### src/pager_macros.svh
// pager build constants
// window count, z80 clock divide, dos entry area, reset values
`ifndef PAGER_MACROS_SVH
`define PAGER_MACROS_SVH

`define PAGER_WINDOWS   4      // 16k windows over the z80 space
`define ZCLK_DIV        4      // fclk cycles per z80 clock

`define DOS_ENTRY_HI    8'h3D  // dos rom entry area, high addr byte in window
`define PAGE_OFF        8'hFF  // service rom page while paging is off

// control register values after reset
`define PAGER_OFF_RST   1'b1   // paging off, service rom everywhere
`define PENT_1M_ON_RST  1'b1   // eff7 bit 2 clear -> 1m mode

`endif

### src/pager_pkg.sv
// pager types
//  f7_data_t  - xxf7 data byte, 4m and 1m forms
//  mem_addr_t - 22-bit memory address
package pager_pkg;

	// xxf7 byte as written by the cpu
	// za[11]=0 -> 4m form, whole byte is the page
	// za[11]=1 -> 1m form, page in low 6 bits plus two flags
	typedef union packed
	{
		logic [7:0] page4m;
		struct packed
		{
			logic       dos_7ffd; // 7ffd bits drive this window
			logic       ram;      // 1 = ram, 0 = rom
			logic [5:0] page;
		} f1m;
	} f7_data_t;

	// {page[7:0], offset[13:0]}
	typedef logic [21:0] mem_addr_t;

endpackage

### src/atm_pager.sv
// atm-style pager for one 16k window
//  two page settings chosen by 7ffd bit 4
//  registered page/romnram output
//  dos entry/exit strobes and z80 stall stretch
`timescale 1ns/1ps
`include "pager_macros.svh"

module atm_pager #(
	parameter logic [1:0] window = 2'd0 // which 16k window this is
) (
	input  logic                 fclk,
	input  logic                 rst_n,
	input  logic                 zpos,
	input  logic                 zneg,
	input  logic [15:0]          za,
	input  logic                 mreq_n,
	input  logic                 m1_n,
	input  pager_pkg::f7_data_t  f7_data,
	input  logic                 atmF7_wr,
	input  logic                 pager_off,
	input  logic                 pent1m_ROM,
	input  logic [5:0]           pent1m_page,
	input  logic                 pent1m_ram0_0,
	input  logic                 pent1m_1m_on,
	input  logic                 dos,
	output logic [7:0]           page,
	output logic                 romnram,
	output logic                 dos_turn_on,
	output logic                 dos_turn_off,
	output logic                 zclk_stall
);
	import pager_pkg::*;

	logic [1:0][7:0] pages;    // stored inverted, indexed by pent1m_ROM
	logic [1:0]      ramnrom;  // 1 = ram
	logic [1:0]      dos_7ffd; // ram: 7ffd paging, rom: dos bit in page
	logic            win_hit;
	logic            m1_n_reg;
	logic            mreq_n_reg;
	logic            new_m1;   // first zneg of an m1 memory cycle here
	logic [2:0]      stall_count;
	logic [7:0]      cur_page;

	assign win_hit  = (za[15:14] == window);
	assign cur_page = pages[pent1m_ROM];

	// xxf7 write into the setting chosen by 7ffd bit 4
	always_ff @(posedge fclk or negedge rst_n)
	begin
		if (!rst_n)
		begin
			pages    <= '0;
			ramnrom  <= '0;
			dos_7ffd <= '0;
		end
		else if (atmF7_wr && win_hit)
		begin
			if (za[11]) // 1m form
			begin
				pages[pent1m_ROM]    <= ~{2'b11, f7_data.f1m.page};
				ramnrom[pent1m_ROM]  <= f7_data.f1m.ram;
				dos_7ffd[pent1m_ROM] <= f7_data.f1m.dos_7ffd;
			end
			else // 4m form, always ram
			begin
				pages[pent1m_ROM]   <= ~f7_data.page4m;
				ramnrom[pent1m_ROM] <= 1'b1;
				// dos_7ffd kept, so 7ffd paging also works across 4m
			end
		end
	end

	// page mapping, first matching rule wins
	always_ff @(posedge fclk or negedge rst_n)
	begin
		if (!rst_n)
		begin
			page    <= `PAGE_OFF;
			romnram <= 1'b1;
		end
		else if (pager_off)
		begin
			page    <= `PAGE_OFF; // service rom everywhere
			romnram <= 1'b1;
		end
		else if ((window == 2'd0) && pent1m_ram0_0)
		begin
			page    <= 8'd0; // pentagon ram0 in window 0
			romnram <= 1'b0;
		end
		else
		begin
			romnram <= ~ramnrom[pent1m_ROM];
			if (dos_7ffd[pent1m_ROM] && ramnrom[pent1m_ROM])
			begin
				if (pent1m_1m_on)
					page <= {cur_page[7:6], pent1m_page};      // whole 1m from 7ffd
				else
					page <= {cur_page[7:3], pent1m_page[2:0]}; // 128k as in atm2
			end
			else if (dos_7ffd[pent1m_ROM])
				page <= {cur_page[7:1], dos}; // rom map, dos picks the half
			else
				page <= cur_page;
		end
	end

	// bus tracking for m1 detection
	always_ff @(posedge fclk or negedge rst_n)
	begin
		if (!rst_n)
		begin
			m1_n_reg   <= 1'b1;
			mreq_n_reg <= 1'b1;
		end
		else
		begin
			if (zpos)
				m1_n_reg <= m1_n;
			if (zneg)
				mreq_n_reg <= mreq_n; // previous mreq_n at zneg
		end
	end

	assign new_m1 = zneg && win_hit && !m1_n_reg && !mreq_n && mreq_n_reg;

	// entry only from the rom-with-7ffd setting of the rom map
	assign dos_turn_on  = new_m1 && (za[13:8] == 6'(`DOS_ENTRY_HI)) &&
	                      dos_7ffd[1] && !ramnrom[1] && pent1m_ROM;
	assign dos_turn_off = new_m1 && ramnrom[pent1m_ROM]; // any fetch from ram

	// stall stretch: 000 idle, 101 -> 110 -> 111 -> 000
	// gives the rom time to present data from the new page
	always_ff @(posedge fclk or negedge rst_n)
	begin
		if (!rst_n)
			stall_count <= 3'b000;
		else if (dos_turn_on)
			stall_count <= 3'b101;
		else if (stall_count[2])
			stall_count <= stall_count + 3'd1;
	end

	assign zclk_stall = dos_turn_on | stall_count[2]; // pulse cycle plus three

endmodule

### src/dos_ctrl.sv
// dos state flag
// set by any window's entry strobe, cleared by any exit strobe
`timescale 1ns/1ps

module dos_ctrl (
	input  logic       fclk,
	input  logic       rst_n,
	input  logic [3:0] turn_on,
	input  logic [3:0] turn_off,
	output logic       dos
);
	logic any_on;
	logic any_off;

	assign any_on  = |turn_on;
	assign any_off = |turn_off;

	always_ff @(posedge fclk or negedge rst_n)
	begin
		if (!rst_n)
			dos <= 1'b0;
		else if (any_on)
			dos <= 1'b1; // entry wins on a tie
		else if (any_off)
			dos <= 1'b0;
	end

endmodule

### src/mem_addr_gen.sv
// memory address former
//  picks the window of za[15:14]
//  two register stages to mem_addr and rom_sel
`timescale 1ns/1ps
`include "pager_macros.svh"

module mem_addr_gen (
	input  logic                                fclk,
	input  logic                                rst_n,
	input  logic [15:0]                         za,
	input  logic [`PAGER_WINDOWS-1:0][7:0]      pages,
	input  logic [`PAGER_WINDOWS-1:0]           romnram,
	output pager_pkg::mem_addr_t                mem_addr,
	output logic                                rom_sel
);
	import pager_pkg::*;

	localparam int WW = $clog2(`PAGER_WINDOWS);

	logic [WW-1:0] win_q; // window of the latched address
	logic [13:0]   ofs_q;
	mem_addr_t     addr_d;

	assign addr_d = {pages[win_q], ofs_q};

	always_ff @(posedge fclk or negedge rst_n)
	begin
		if (!rst_n)
		begin
			win_q   <= '0;
			rom_sel <= 1'b1; // service rom until paging is set up
		end
		else
		begin
			win_q   <= za[15:14];
			rom_sel <= romnram[win_q];
		end
	end

	always_ff @(posedge fclk)
	begin
		ofs_q    <= za[13:0];
		mem_addr <= addr_d; // page:offset
	end

endmodule

### src/memory_pager_top.sv
// atm turbo 2 / pentagon 1024 memory pager
//  port decoder, four window pagers, z80 phase strobes,
//  dos flag and memory address former
`timescale 1ns/1ps
`include "pager_macros.svh"

module memory_pager_top (
	input  logic                 fclk,
	input  logic                 rst_n,
	input  logic [15:0]          za,
	input  logic [7:0]           zd,
	input  logic                 mreq_n,
	input  logic                 iorq_n,
	input  logic                 wr_n,
	input  logic                 rd_n,
	input  logic                 m1_n,
	output pager_pkg::mem_addr_t mem_addr,
	output logic                 rom_sel,
	output logic                 dos,
	output logic                 zpos,
	output logic                 zneg,
	output logic                 zclk_stall
);
	import pager_pkg::*;

	logic                            atmF7_wr;
	f7_data_t                        f7_data;
	logic                            pent1m_ROM;
	logic [5:0]                      pent1m_page;
	logic                            pent1m_ram0_0;
	logic                            pent1m_1m_on;
	logic                            pager_off;
	logic [`PAGER_WINDOWS-1:0][7:0]  pages;    // per-window page
	logic [`PAGER_WINDOWS-1:0]       romnram;
	logic [`PAGER_WINDOWS-1:0]       turn_on;  // dos entry strobes
	logic [`PAGER_WINDOWS-1:0]       turn_off; // dos exit strobes
	logic [`PAGER_WINDOWS-1:0]       stall;

	port_decode u_port_decode (
		.fclk(fclk), .rst_n(rst_n), .zpos(zpos), .za(za), .zd(zd),
		.iorq_n(iorq_n), .wr_n(wr_n), .rd_n(rd_n),
		.atmF7_wr(atmF7_wr), .f7_data(f7_data),
		.pent1m_ROM(pent1m_ROM), .pent1m_page(pent1m_page),
		.pent1m_ram0_0(pent1m_ram0_0), .pent1m_1m_on(pent1m_1m_on),
		.pager_off(pager_off)
	);

	for (genvar w = 0; w < `PAGER_WINDOWS; w++)
	begin : g_pager
		atm_pager #(.window(2'(w))) u_pager (
			.fclk(fclk), .rst_n(rst_n), .zpos(zpos), .zneg(zneg), .za(za),
			.mreq_n(mreq_n), .m1_n(m1_n), .f7_data(f7_data), .atmF7_wr(atmF7_wr),
			.pager_off(pager_off), .pent1m_ROM(pent1m_ROM),
			.pent1m_page(pent1m_page), .pent1m_ram0_0(pent1m_ram0_0),
			.pent1m_1m_on(pent1m_1m_on), .dos(dos),
			.page(pages[w]), .romnram(romnram[w]),
			.dos_turn_on(turn_on[w]), .dos_turn_off(turn_off[w]),
			.zclk_stall(stall[w])
		);
	end

	z80_strobes u_strobes (
		.fclk(fclk), .rst_n(rst_n), .stall(stall),
		.zpos(zpos), .zneg(zneg), .zclk_stall(zclk_stall)
	);

	dos_ctrl u_dos (
		.fclk(fclk), .rst_n(rst_n), .turn_on(turn_on), .turn_off(turn_off), .dos(dos)
	);

	mem_addr_gen u_addr (
		.fclk(fclk), .rst_n(rst_n), .za(za), .pages(pages), .romnram(romnram),
		.mem_addr(mem_addr), .rom_sel(rom_sel)
	);

endmodule

### src/port_decode.sv
// z80 port write decoder
//  7ffd, eff7, xx77 control registers
//  xxf7 write pulse with held data byte
`timescale 1ns/1ps
`include "pager_macros.svh"

module port_decode (
	input  logic                fclk,
	input  logic                rst_n,
	input  logic                zpos,
	input  logic [15:0]         za,
	input  logic [7:0]          zd,
	input  logic                iorq_n,
	input  logic                wr_n,
	input  logic                rd_n,
	output logic                atmF7_wr,
	output pager_pkg::f7_data_t f7_data,
	output logic                pent1m_ROM,
	output logic [5:0]          pent1m_page,
	output logic                pent1m_ram0_0,
	output logic                pent1m_1m_on,
	output logic                pager_off
);
	import pager_pkg::*;

	logic io_wr;     // io write cycle on the bus
	logic io_done;   // this cycle already decoded
	logic io_wr_stb; // first zpos of the write
	logic is_7ffd;
	logic is_eff7;
	logic is_77;
	logic is_f7;

	assign io_wr     = !iorq_n && !wr_n && rd_n;
	assign io_wr_stb = zpos && io_wr && !io_done;

	assign is_7ffd = !za[15] && (za[7:0] == 8'hFD);
	assign is_eff7 = (za == 16'hEFF7);
	assign is_77   = (za[7:0] == 8'h77);
	assign is_f7   = (za[7:0] == 8'hF7) && (za[13:12] == 2'b11) && (za[10:8] == 3'b111);

	always_ff @(posedge fclk or negedge rst_n)
	begin
		if (!rst_n)
			io_done <= 1'b0;
		else if (iorq_n)
			io_done <= 1'b0; // cycle over, rearm
		else if (io_wr_stb)
			io_done <= 1'b1;
	end

	// pentagon and atm control state
	always_ff @(posedge fclk or negedge rst_n)
	begin
		if (!rst_n)
		begin
			pent1m_ROM    <= 1'b0;
			pent1m_page   <= 6'd0;
			pent1m_ram0_0 <= 1'b0;
			pent1m_1m_on  <= `PENT_1M_ON_RST;
			pager_off     <= `PAGER_OFF_RST;
			atmF7_wr      <= 1'b0;
		end
		else
		begin
			atmF7_wr <= io_wr_stb && is_f7; // one fclk wide
			if (io_wr_stb && is_7ffd)
			begin
				pent1m_page <= {zd[7:5], zd[2:0]};
				pent1m_ROM  <= zd[4];
			end
			if (io_wr_stb && is_eff7)
			begin
				pent1m_ram0_0 <= zd[3];
				pent1m_1m_on  <= !zd[2];
			end
			if (io_wr_stb && is_77)
				pager_off <= !zd[0]; // bit 0 = pager enable
		end
	end

	// xxf7 byte, held for the pagers
	always_ff @(posedge fclk)
	begin
		if (io_wr_stb && is_f7)
			f7_data.page4m <= zd;
	end

endmodule

### src/z80_strobes.sv
// z80 clock phase generator
//  zpos at phase 0, zneg at half period
//  phase frozen while any pager stalls
`timescale 1ns/1ps
`include "pager_macros.svh"

module z80_strobes (
	input  logic       fclk,
	input  logic       rst_n,
	input  logic [3:0] stall,      // one request per window
	output logic       zpos,
	output logic       zneg,
	output logic       zclk_stall
);
	localparam int PW = $clog2(`ZCLK_DIV);

	logic [PW-1:0] phase;
	logic [PW-1:0] phase_nxt;

	assign zclk_stall = |stall;
	assign phase_nxt  = (phase == PW'(`ZCLK_DIV - 1)) ? '0 : phase + 1'b1;

	// strobes registered so they mark the phase the counter moves into
	always_ff @(posedge fclk or negedge rst_n)
	begin
		if (!rst_n)
		begin
			phase <= '0;
			zpos  <= 1'b1; // start at phase 0
			zneg  <= 1'b0;
		end
		else if (zclk_stall)
		begin
			zpos <= 1'b0; // hold phase, no edges
			zneg <= 1'b0;
		end
		else
		begin
			phase <= phase_nxt;
			zpos  <= (phase_nxt == '0);
			zneg  <= (phase_nxt == PW'(`ZCLK_DIV / 2));
		end
	end

endmodule
### config.mk
export PLATFORM = sky130hd
export DESIGN_NAME = memory_pager_top
export DESIGN_NICKNAME = d
export VERILOG_FILES = /design/src/pager_pkg.sv /design/src/atm_pager.sv /design/src/dos_ctrl.sv /design/src/mem_addr_gen.sv /design/src/memory_pager_top.sv /design/src/port_decode.sv /design/src/z80_strobes.sv
export VERILOG_INCLUDE_DIRS = /design/src
export SDC_FILE = /design/constraint.sdc
export NUM_CORES = 1
export LEC_CHECK = 0
export ABC_CLOCK_PERIOD_IN_PS = 6500
export BUFFER_PORTS_ARGS = -buffer_cell sky130_fd_sc_hd__buf_2
export CORE_MARGIN = 2
export CORE_UTILIZATION = 59
export CTS_CLUSTER_DIAMETER = 40
export DETAILED_ROUTE_END_ITERATION = 12
export GPL_TIMING_DRIVEN = 0
export HOLD_SLACK_MARGIN = 0.05
export PLACE_DENSITY = 0.89
export REMOVE_ABC_BUFFERS = 1
export SYNTH_ARGS = -nofsm -noshare
export SYNTH_HDL_FRONTEND = slang
export SYNTH_HIERARCHICAL = 1
export SYNTH_SLANG_ARGS = --single-unit
### constraint.sdc
create_clock -name fclk -period 6.5 [get_ports fclk]
set_clock_uncertainty 0.05 [all_clocks]
set_input_delay 0.325 -clock fclk [delete_from_list [all_inputs] [get_ports fclk]]
set_output_delay 0.325 -clock fclk [all_outputs]
set_load 0.05 [all_outputs]
==> results.cfg, run 1 <==
[cts]
post-cts-setup-buffers = 0
cts-root-buf = clkbuf_16
htree_levels = 4
clk_pin_slew_worst_paths_ns = 0.07
hold_buffers = 22
worstSkewPairLatency_ns = 0.44
cts_tree = yes
cts_resized = 0
clock-sinks = 200
cts_buffer_depth = 2
cts_buffers = 17

[critical_path]
critPathMaxFanout = 79
crit_path_start_kind = register
worstSetupPathType = register to primary output
arrival_ns = 2.93
slowest_stage = dfrtp_4
slowest_delay_ns = 1.04
worstPathRequired_ns = 6.12
path_cells = and4b_1, nand4b_1, o21ai_1, nor4_4, inv_1, buf_2
end_kind = primary output

[yosys]
synthArstFlopShare = 0.780
ys.flop_type = dfrtp_1
yosysWarnings = 6
synth_area_leader_cell = dfrtp_1
ys_seq_elements = 200
syn_avg_cell_area_um2 = 12.5
synthCells = 671
synth_top_area_share = 0.321
synth_area_leaders = dfrtp_1 32%, dfstp_2 15%, dfxtp_1 8.6%
synth.most_common_cell = dfrtp_1
syn_area_um2 = 8420
netlist_top_cells_count = 108 x dfrtp_1, 83 x nand2_1, 48 x dfstp_2
synth-edff-count = 8
synth.distinct_cells = 64
yosysSeqAreaShare = 0.585

[power]
peakVddDrop_mv = 0.199
pwr_density_cell_nw_per_um2 = 252
p_leak_nw = 4.26

[sta]
worst_slew_pin_slew_ns = 1.12
timing.final.ws_setup_ns = 3.19
fmax_ghz = 0.302
rsz0062_at_grt = false
finalHoldWorstSlack_ns = 0.0665
setup_viol = 0
finalSetupTns_ns = 0
maxSlewHeadroom = 0.246
hold_violations = 0
fin_crit_sh = 0.509
min_period_ns = 3.31
slew_violations = 0

[floorplan]
die_area_um2 = 15200
core_area_um2 = 13900
die_w_um = 123
io_pins = 58
start_util = 0.604
fp.dieH_um = 123
num_rows = 43

[finish]
fin_nets = 780
num_antenna_cells = 0
syn_to_final_growth_pct = 13.6
layout.cells.non_filler = 936
drive_above_1_share = 0.265

[drt]
drc_errors = 0
routedWlPerCell_um = 21.1
postRouteAntennaNets = 0
drt-total-wl_mm = 19.7
vias = 5828
routed_via_density = 6.23
firstDrtPassIters = 5
initialDrtViolationCount = 741

[placed_design]
port_buffers = 57
gp_congestion = 0.804
hpwlAfterDp_mm = 11.8
dp_cells = 882
dpl_worst_slack_ns = 3.72

[global_routing]
grt_pass1_vias = 5973
gr-usage-all-layers = 0.273
grt_overflow_total = 0
antenna_found_initial = 0
grt_pass1_wl_mm = 30.9
grt_max_degree = 88

[min_path]
hp-class = input port to register

[job]
drv_cap = 0

[status]
status = finished, final reports clean
-- cells in the final DEF, fill, tap and decap left out, types with 4 or more instances in the layout --
| cell | n |
|---|---|
| buf_2 | 56 |
| dfxtp_1 | 36 |
| o21ai_1 | 45 |
| nor4_1 | 7 |
| ha_1 | 6 |
| mux2_1 | 7 |
| a211oi_1 | 12 |
| nand4b_4 | 6 |
| nand2_1 | 83 |
| a21oi_1 | 10 |
| nand3_1 | 5 |
| or2_1 | 5 |
| o21ai_0 | 20 |
| o22ai_1 | 4 |
| a311o_1 | 5 |
| and2b_1 | 4 |
| mux2_2 | 21 |
| dfrtp_1 | 107 |
| o21a_1 | 4 |
| inv_1 | 13 |
| clkinv_2 | 4 |
| xnor2_1 | 4 |
| o31ai_1 | 16 |
| nor2_2 | 4 |
| a211o_1 | 9 |
| and3_1 | 8 |
| mux4_2 | 9 |
| clkbuf_16 | 19 |
| nor2b_1 | 15 |
| o21bai_1 | 8 |
| dlygate4sd3_1 | 22 |
| mux2i_1 | 38 |
| nor2_1 | 30 |
| edfxtp_1 | 8 |
| dfstp_2 | 48 |
-- worst max-delay path: cells and delay by family (launching register included) --
| kind | cells | cell delay, ns |
|---|---|---|
| buffers and inverters | 2 | 0.31 |
| AO/OA/AOI/OAI | 1 | 0.32 |
| flip-flops | 1 | 1.04 |
| AND/OR/NAND/NOR | 3 | 0.73 |
-- through the flow --
step	area [um2]	util	total power [mW]
after detailed placement	8760	0.628	1.38
after global placement	8720	0.626	1.37
after global routing	9560	0.686	2.48
after CTS	9560	0.686	2.42
after floorplan	8210	-	1.33
final	9560	0.686	2.41
-- layout make-up --
cell class / count / area (um2)
timing repair buffer: 80 / 539
tap: 180 / 225
clock buffer: 19 / 475
fill: 864 / 4370
multi-input combinational: 431 / 3230
inverter: 13 / 48.8
clock inverter: 13 / 113
sequential: 200 / 4930
-- layer usage --
metal  up-vias  wire length (um)  track usage
met5         -                 0            0
met4         0               769        0.158
met3        69              1410       0.0563
met2       291             10100        0.450
met1      2906              7480        0.335
li1       2562                 -            -
-- cell families after synthesis --
logic type | after synthesis | synth area share
mux | 76 | 0.109
flops | 200 | 0.585
xor+xnor | 4 | 0.00416
compound gates | 138 | 0.106
buf+inv | 40 | 0.0306
simple gates | 207 | 0.156
fa+ha+maj | 6 | 0.00892
-- report_power, final --
group	leakage [nW]	internal (mW)	switching (mW)
clock	0.299	0.577	0.472
combinational	1.58	0.0302	0.0622
sequential	2.38	1.26	0.00870
-- worst paths after layout --
path	start	endpoint	slack, ns	cells past startpoint
worst max-delay path	u_port_decode/pent1m_ROM	zclk_stall	3.19	6
min in group asynchronous	rst_n	async pin	0.39	2
worst max register to register	u_port_decode/pent1m_ROM	g_pager[2].u_pager/dos_7ffd[0]	3.59	3
worst min-delay path	zd[7]	u_port_decode/f7_data[7]	0.07	1
worst min register to register	u_addr/ofs_q[11]	u_addr/mem_addr[11]	0.28	0
max in group asynchronous	rst_n	u_addr/rom_sel	5.15	3
Note: power is estimated with default switching activity, not from simulation.
==> run 2: changes to the inputs <==
--- a/config.mk
+++ b/config.mk
@@ -6,7 +6,7 @@
 export SDC_FILE = /design/constraint.sdc
 export NUM_CORES = 1
 export LEC_CHECK = 0
-export ABC_CLOCK_PERIOD_IN_PS = 6500
+export ABC_CLOCK_PERIOD_IN_PS = 3100
 export BUFFER_PORTS_ARGS = -buffer_cell sky130_fd_sc_hd__buf_2
 export CORE_MARGIN = 2
 export CORE_UTILIZATION = 59
==> constraint.sdc (replaced) <==
create_clock -name fclk -period 3.1 [get_ports fclk]
set_clock_uncertainty 0.05 [all_clocks]
set_input_delay 0.155 -clock fclk [delete_from_list [all_inputs] [get_ports fclk]]
set_output_delay 0.155 -clock fclk [all_outputs]
set_load 0.05 [all_outputs]
==> run 2 against run 1 <==
Compared with the run above:
- combinational power grew 120%
- highest routed layer unchanged
- register-to-register slack lost 3.2 ns
- critical path type unchanged
- critical endpoint unchanged
- largest power group unchanged
- worst setup slack lost 3.0 ns
- routed wire length grew 6.8%
==> results.cfg, run 2 (same netlist as run 1, synthesis figures left out) <==
[floorplan]
start_util = 0.604
die_area_um2 = 15200
fp.dieH_um = 123
num_rows = 43
io_pins = 58
die_w_um = 123
core_area_um2 = 13900

[status]
status = finished, final reports clean

[global_routing]
gr-usage-all-layers = 0.293
grt_overflow_total = 0
grt_pass1_vias = 6114
grt_max_degree = 88
grt_pass1_wl_mm = 32.9
antenna_found_initial = 0

[drt]
routed_via_density = 6.38
postRouteAntennaNets = 0
vias = 6015
top_layer_used = met4
routedWlPerCell_um = 22.4
m1WireLength_mm = 7.80
drt-total-wl_mm = 21.1
wl_met3_mm = 1.63
drc_errors = 0
wl_met2_mm = 10.6
initialDrtViolationCount = 794
firstDrtPassIters = 6

[cts]
worstSkewPairLatency_ns = 0.44
cts-root-buf = clkbuf_16
cts_tree = yes
cts_buffers = 17
clk_pin_slew_worst_paths_ns = 0.08
cts_buffer_depth = 2
clock-sinks = 200
htree_levels = 4

[critical_path]
worstSetupPathType = register to primary output
critPathMaxFanout = 5
slowest_stage = dfstp_2
path_cells = nor4bb_1, nand4b_1, o21ai_1, nor4_4, inv_1, buf_2
end_kind = primary output
worstPathRequired_ns = 2.89
slowest_delay_ns = 0.54
crit_path_start_kind = register
arrival_ns = 2.73
rr_worst_depth = 3

[min_path]
hp-class = input port to register
hold_path_depth = 1

[sta]
finalSetupTns_ns = 0
worst_slew_pin_slew_ns = 1.12
slew_violations = 0
fmax_ghz = 0.341
min_period_ns = 2.93
maxSlewHeadroom = 0.249
fin_crit_sh = 0.947
timing.final.ws_setup_ns = 0.165
setup_viol = 0
rsz0062_at_grt = false
hold_violations = 0

[finish]
syn_to_final_growth_pct = 14.6
postLayoutCoreUtil = 0.692
num_antenna_cells = 0
drive_above_1_share = 0.263
final_cell_mix = 107 x dfrtp_1, 83 x nand2_1, 56 x buf_2
fin_nets = 787
final_common_cell = dfrtp_1
n_fill_cell = 840

[power]
p_leak_nw = 4.29
pwr_density_cell_nw_per_um2 = 528
peakVddDrop_mv = 0.413

[placed_design]
hpwlAfterDp_mm = 11.8
gp_congestion = 0.804
dpl_worst_slack_ns = 0.328
port_buffers = 57

[job]
drv_cap = 0
-- run 2: final timing paths --
kind                                          startpoint                             end  slack [ns]
max                        g_pager[0].u_pager/mreq_n_reg                      zclk_stall        0.17
min                                               za[11]                u_addr/ofs_q[11]        0.11
max reg2reg                     u_port_decode/pent1m_ROM  g_pager[2].u_pager/dos_7ffd[0]        0.38
min reg2reg                             u_addr/ofs_q[11]             u_addr/mem_addr[11]        0.28
max in group asynchronous                          rst_n                  u_addr/rom_sel        1.90
min in group asynchronous                          rst_n                       async pin        0.23
-- run 2: final cells by class --
class / count / area (um2) / area share
inverters: 13 / 48.8 / 0.00506
clock buffers: 19 / 475 / 0.0493
well taps: 180 / 225 / 0.0234
multi-input cells: 431 / 3230 / 0.335
flip-flops and latches: 200 / 4930 / 0.511
repair buffers: 87 / 619 / 0.0642
clock inverters: 13 / 113 / 0.0117
-- run 2: stage by stage --
step | hold slack [ns] | area (um2) | instances | power [mW]
2_1_floorplan | -0.191 | 8210 | 644 | 2.78
3_5_place_dp | 0.151 | 8760 | 882 | 2.89
4_1_cts | 0.0785 | 9640 | 943 | 5.07
3_3_place_gp | 0.223 | 8720 | 881 | 2.87
6_report | 0.107 | 9640 | 943 | 5.09
5_1_grt | 0.102 | 9640 | 943 | 5.22
-- run 2: per-layer routing --
layer,vias to the layer above,GRT usage
li1,2572,-
met1,2959,0.364
met2,384,0.483
met3,100,0.0544
met4,0,0.164
met5,-,0
-- run 2: critical path: cells and delay by family (launching register included) --
kind	cells	cell delay, ns
DFF	1	0.54
AOI/OAI and AO/OA	1	0.35
buffers and inverters	2	0.31
and+or+nand+nor	3	1.08
-- run 2: timing repair --
action,CTS,global route
hold buffers,28,0
hold endpoints to repair,93,0
gates resized for setup,0,0
endpoints found under the setup margin,1,0
setup buffers,1,0
-- run 2: where the power goes --
| part | switching [mW] | internal, mW |
|---|---|---|
| Combinational | 0.133 | 0.0683 |
| Clock | 1.01 | 1.21 |
| Sequential | 0.0187 | 2.65 |
| Total | 1.16 | 3.93 |
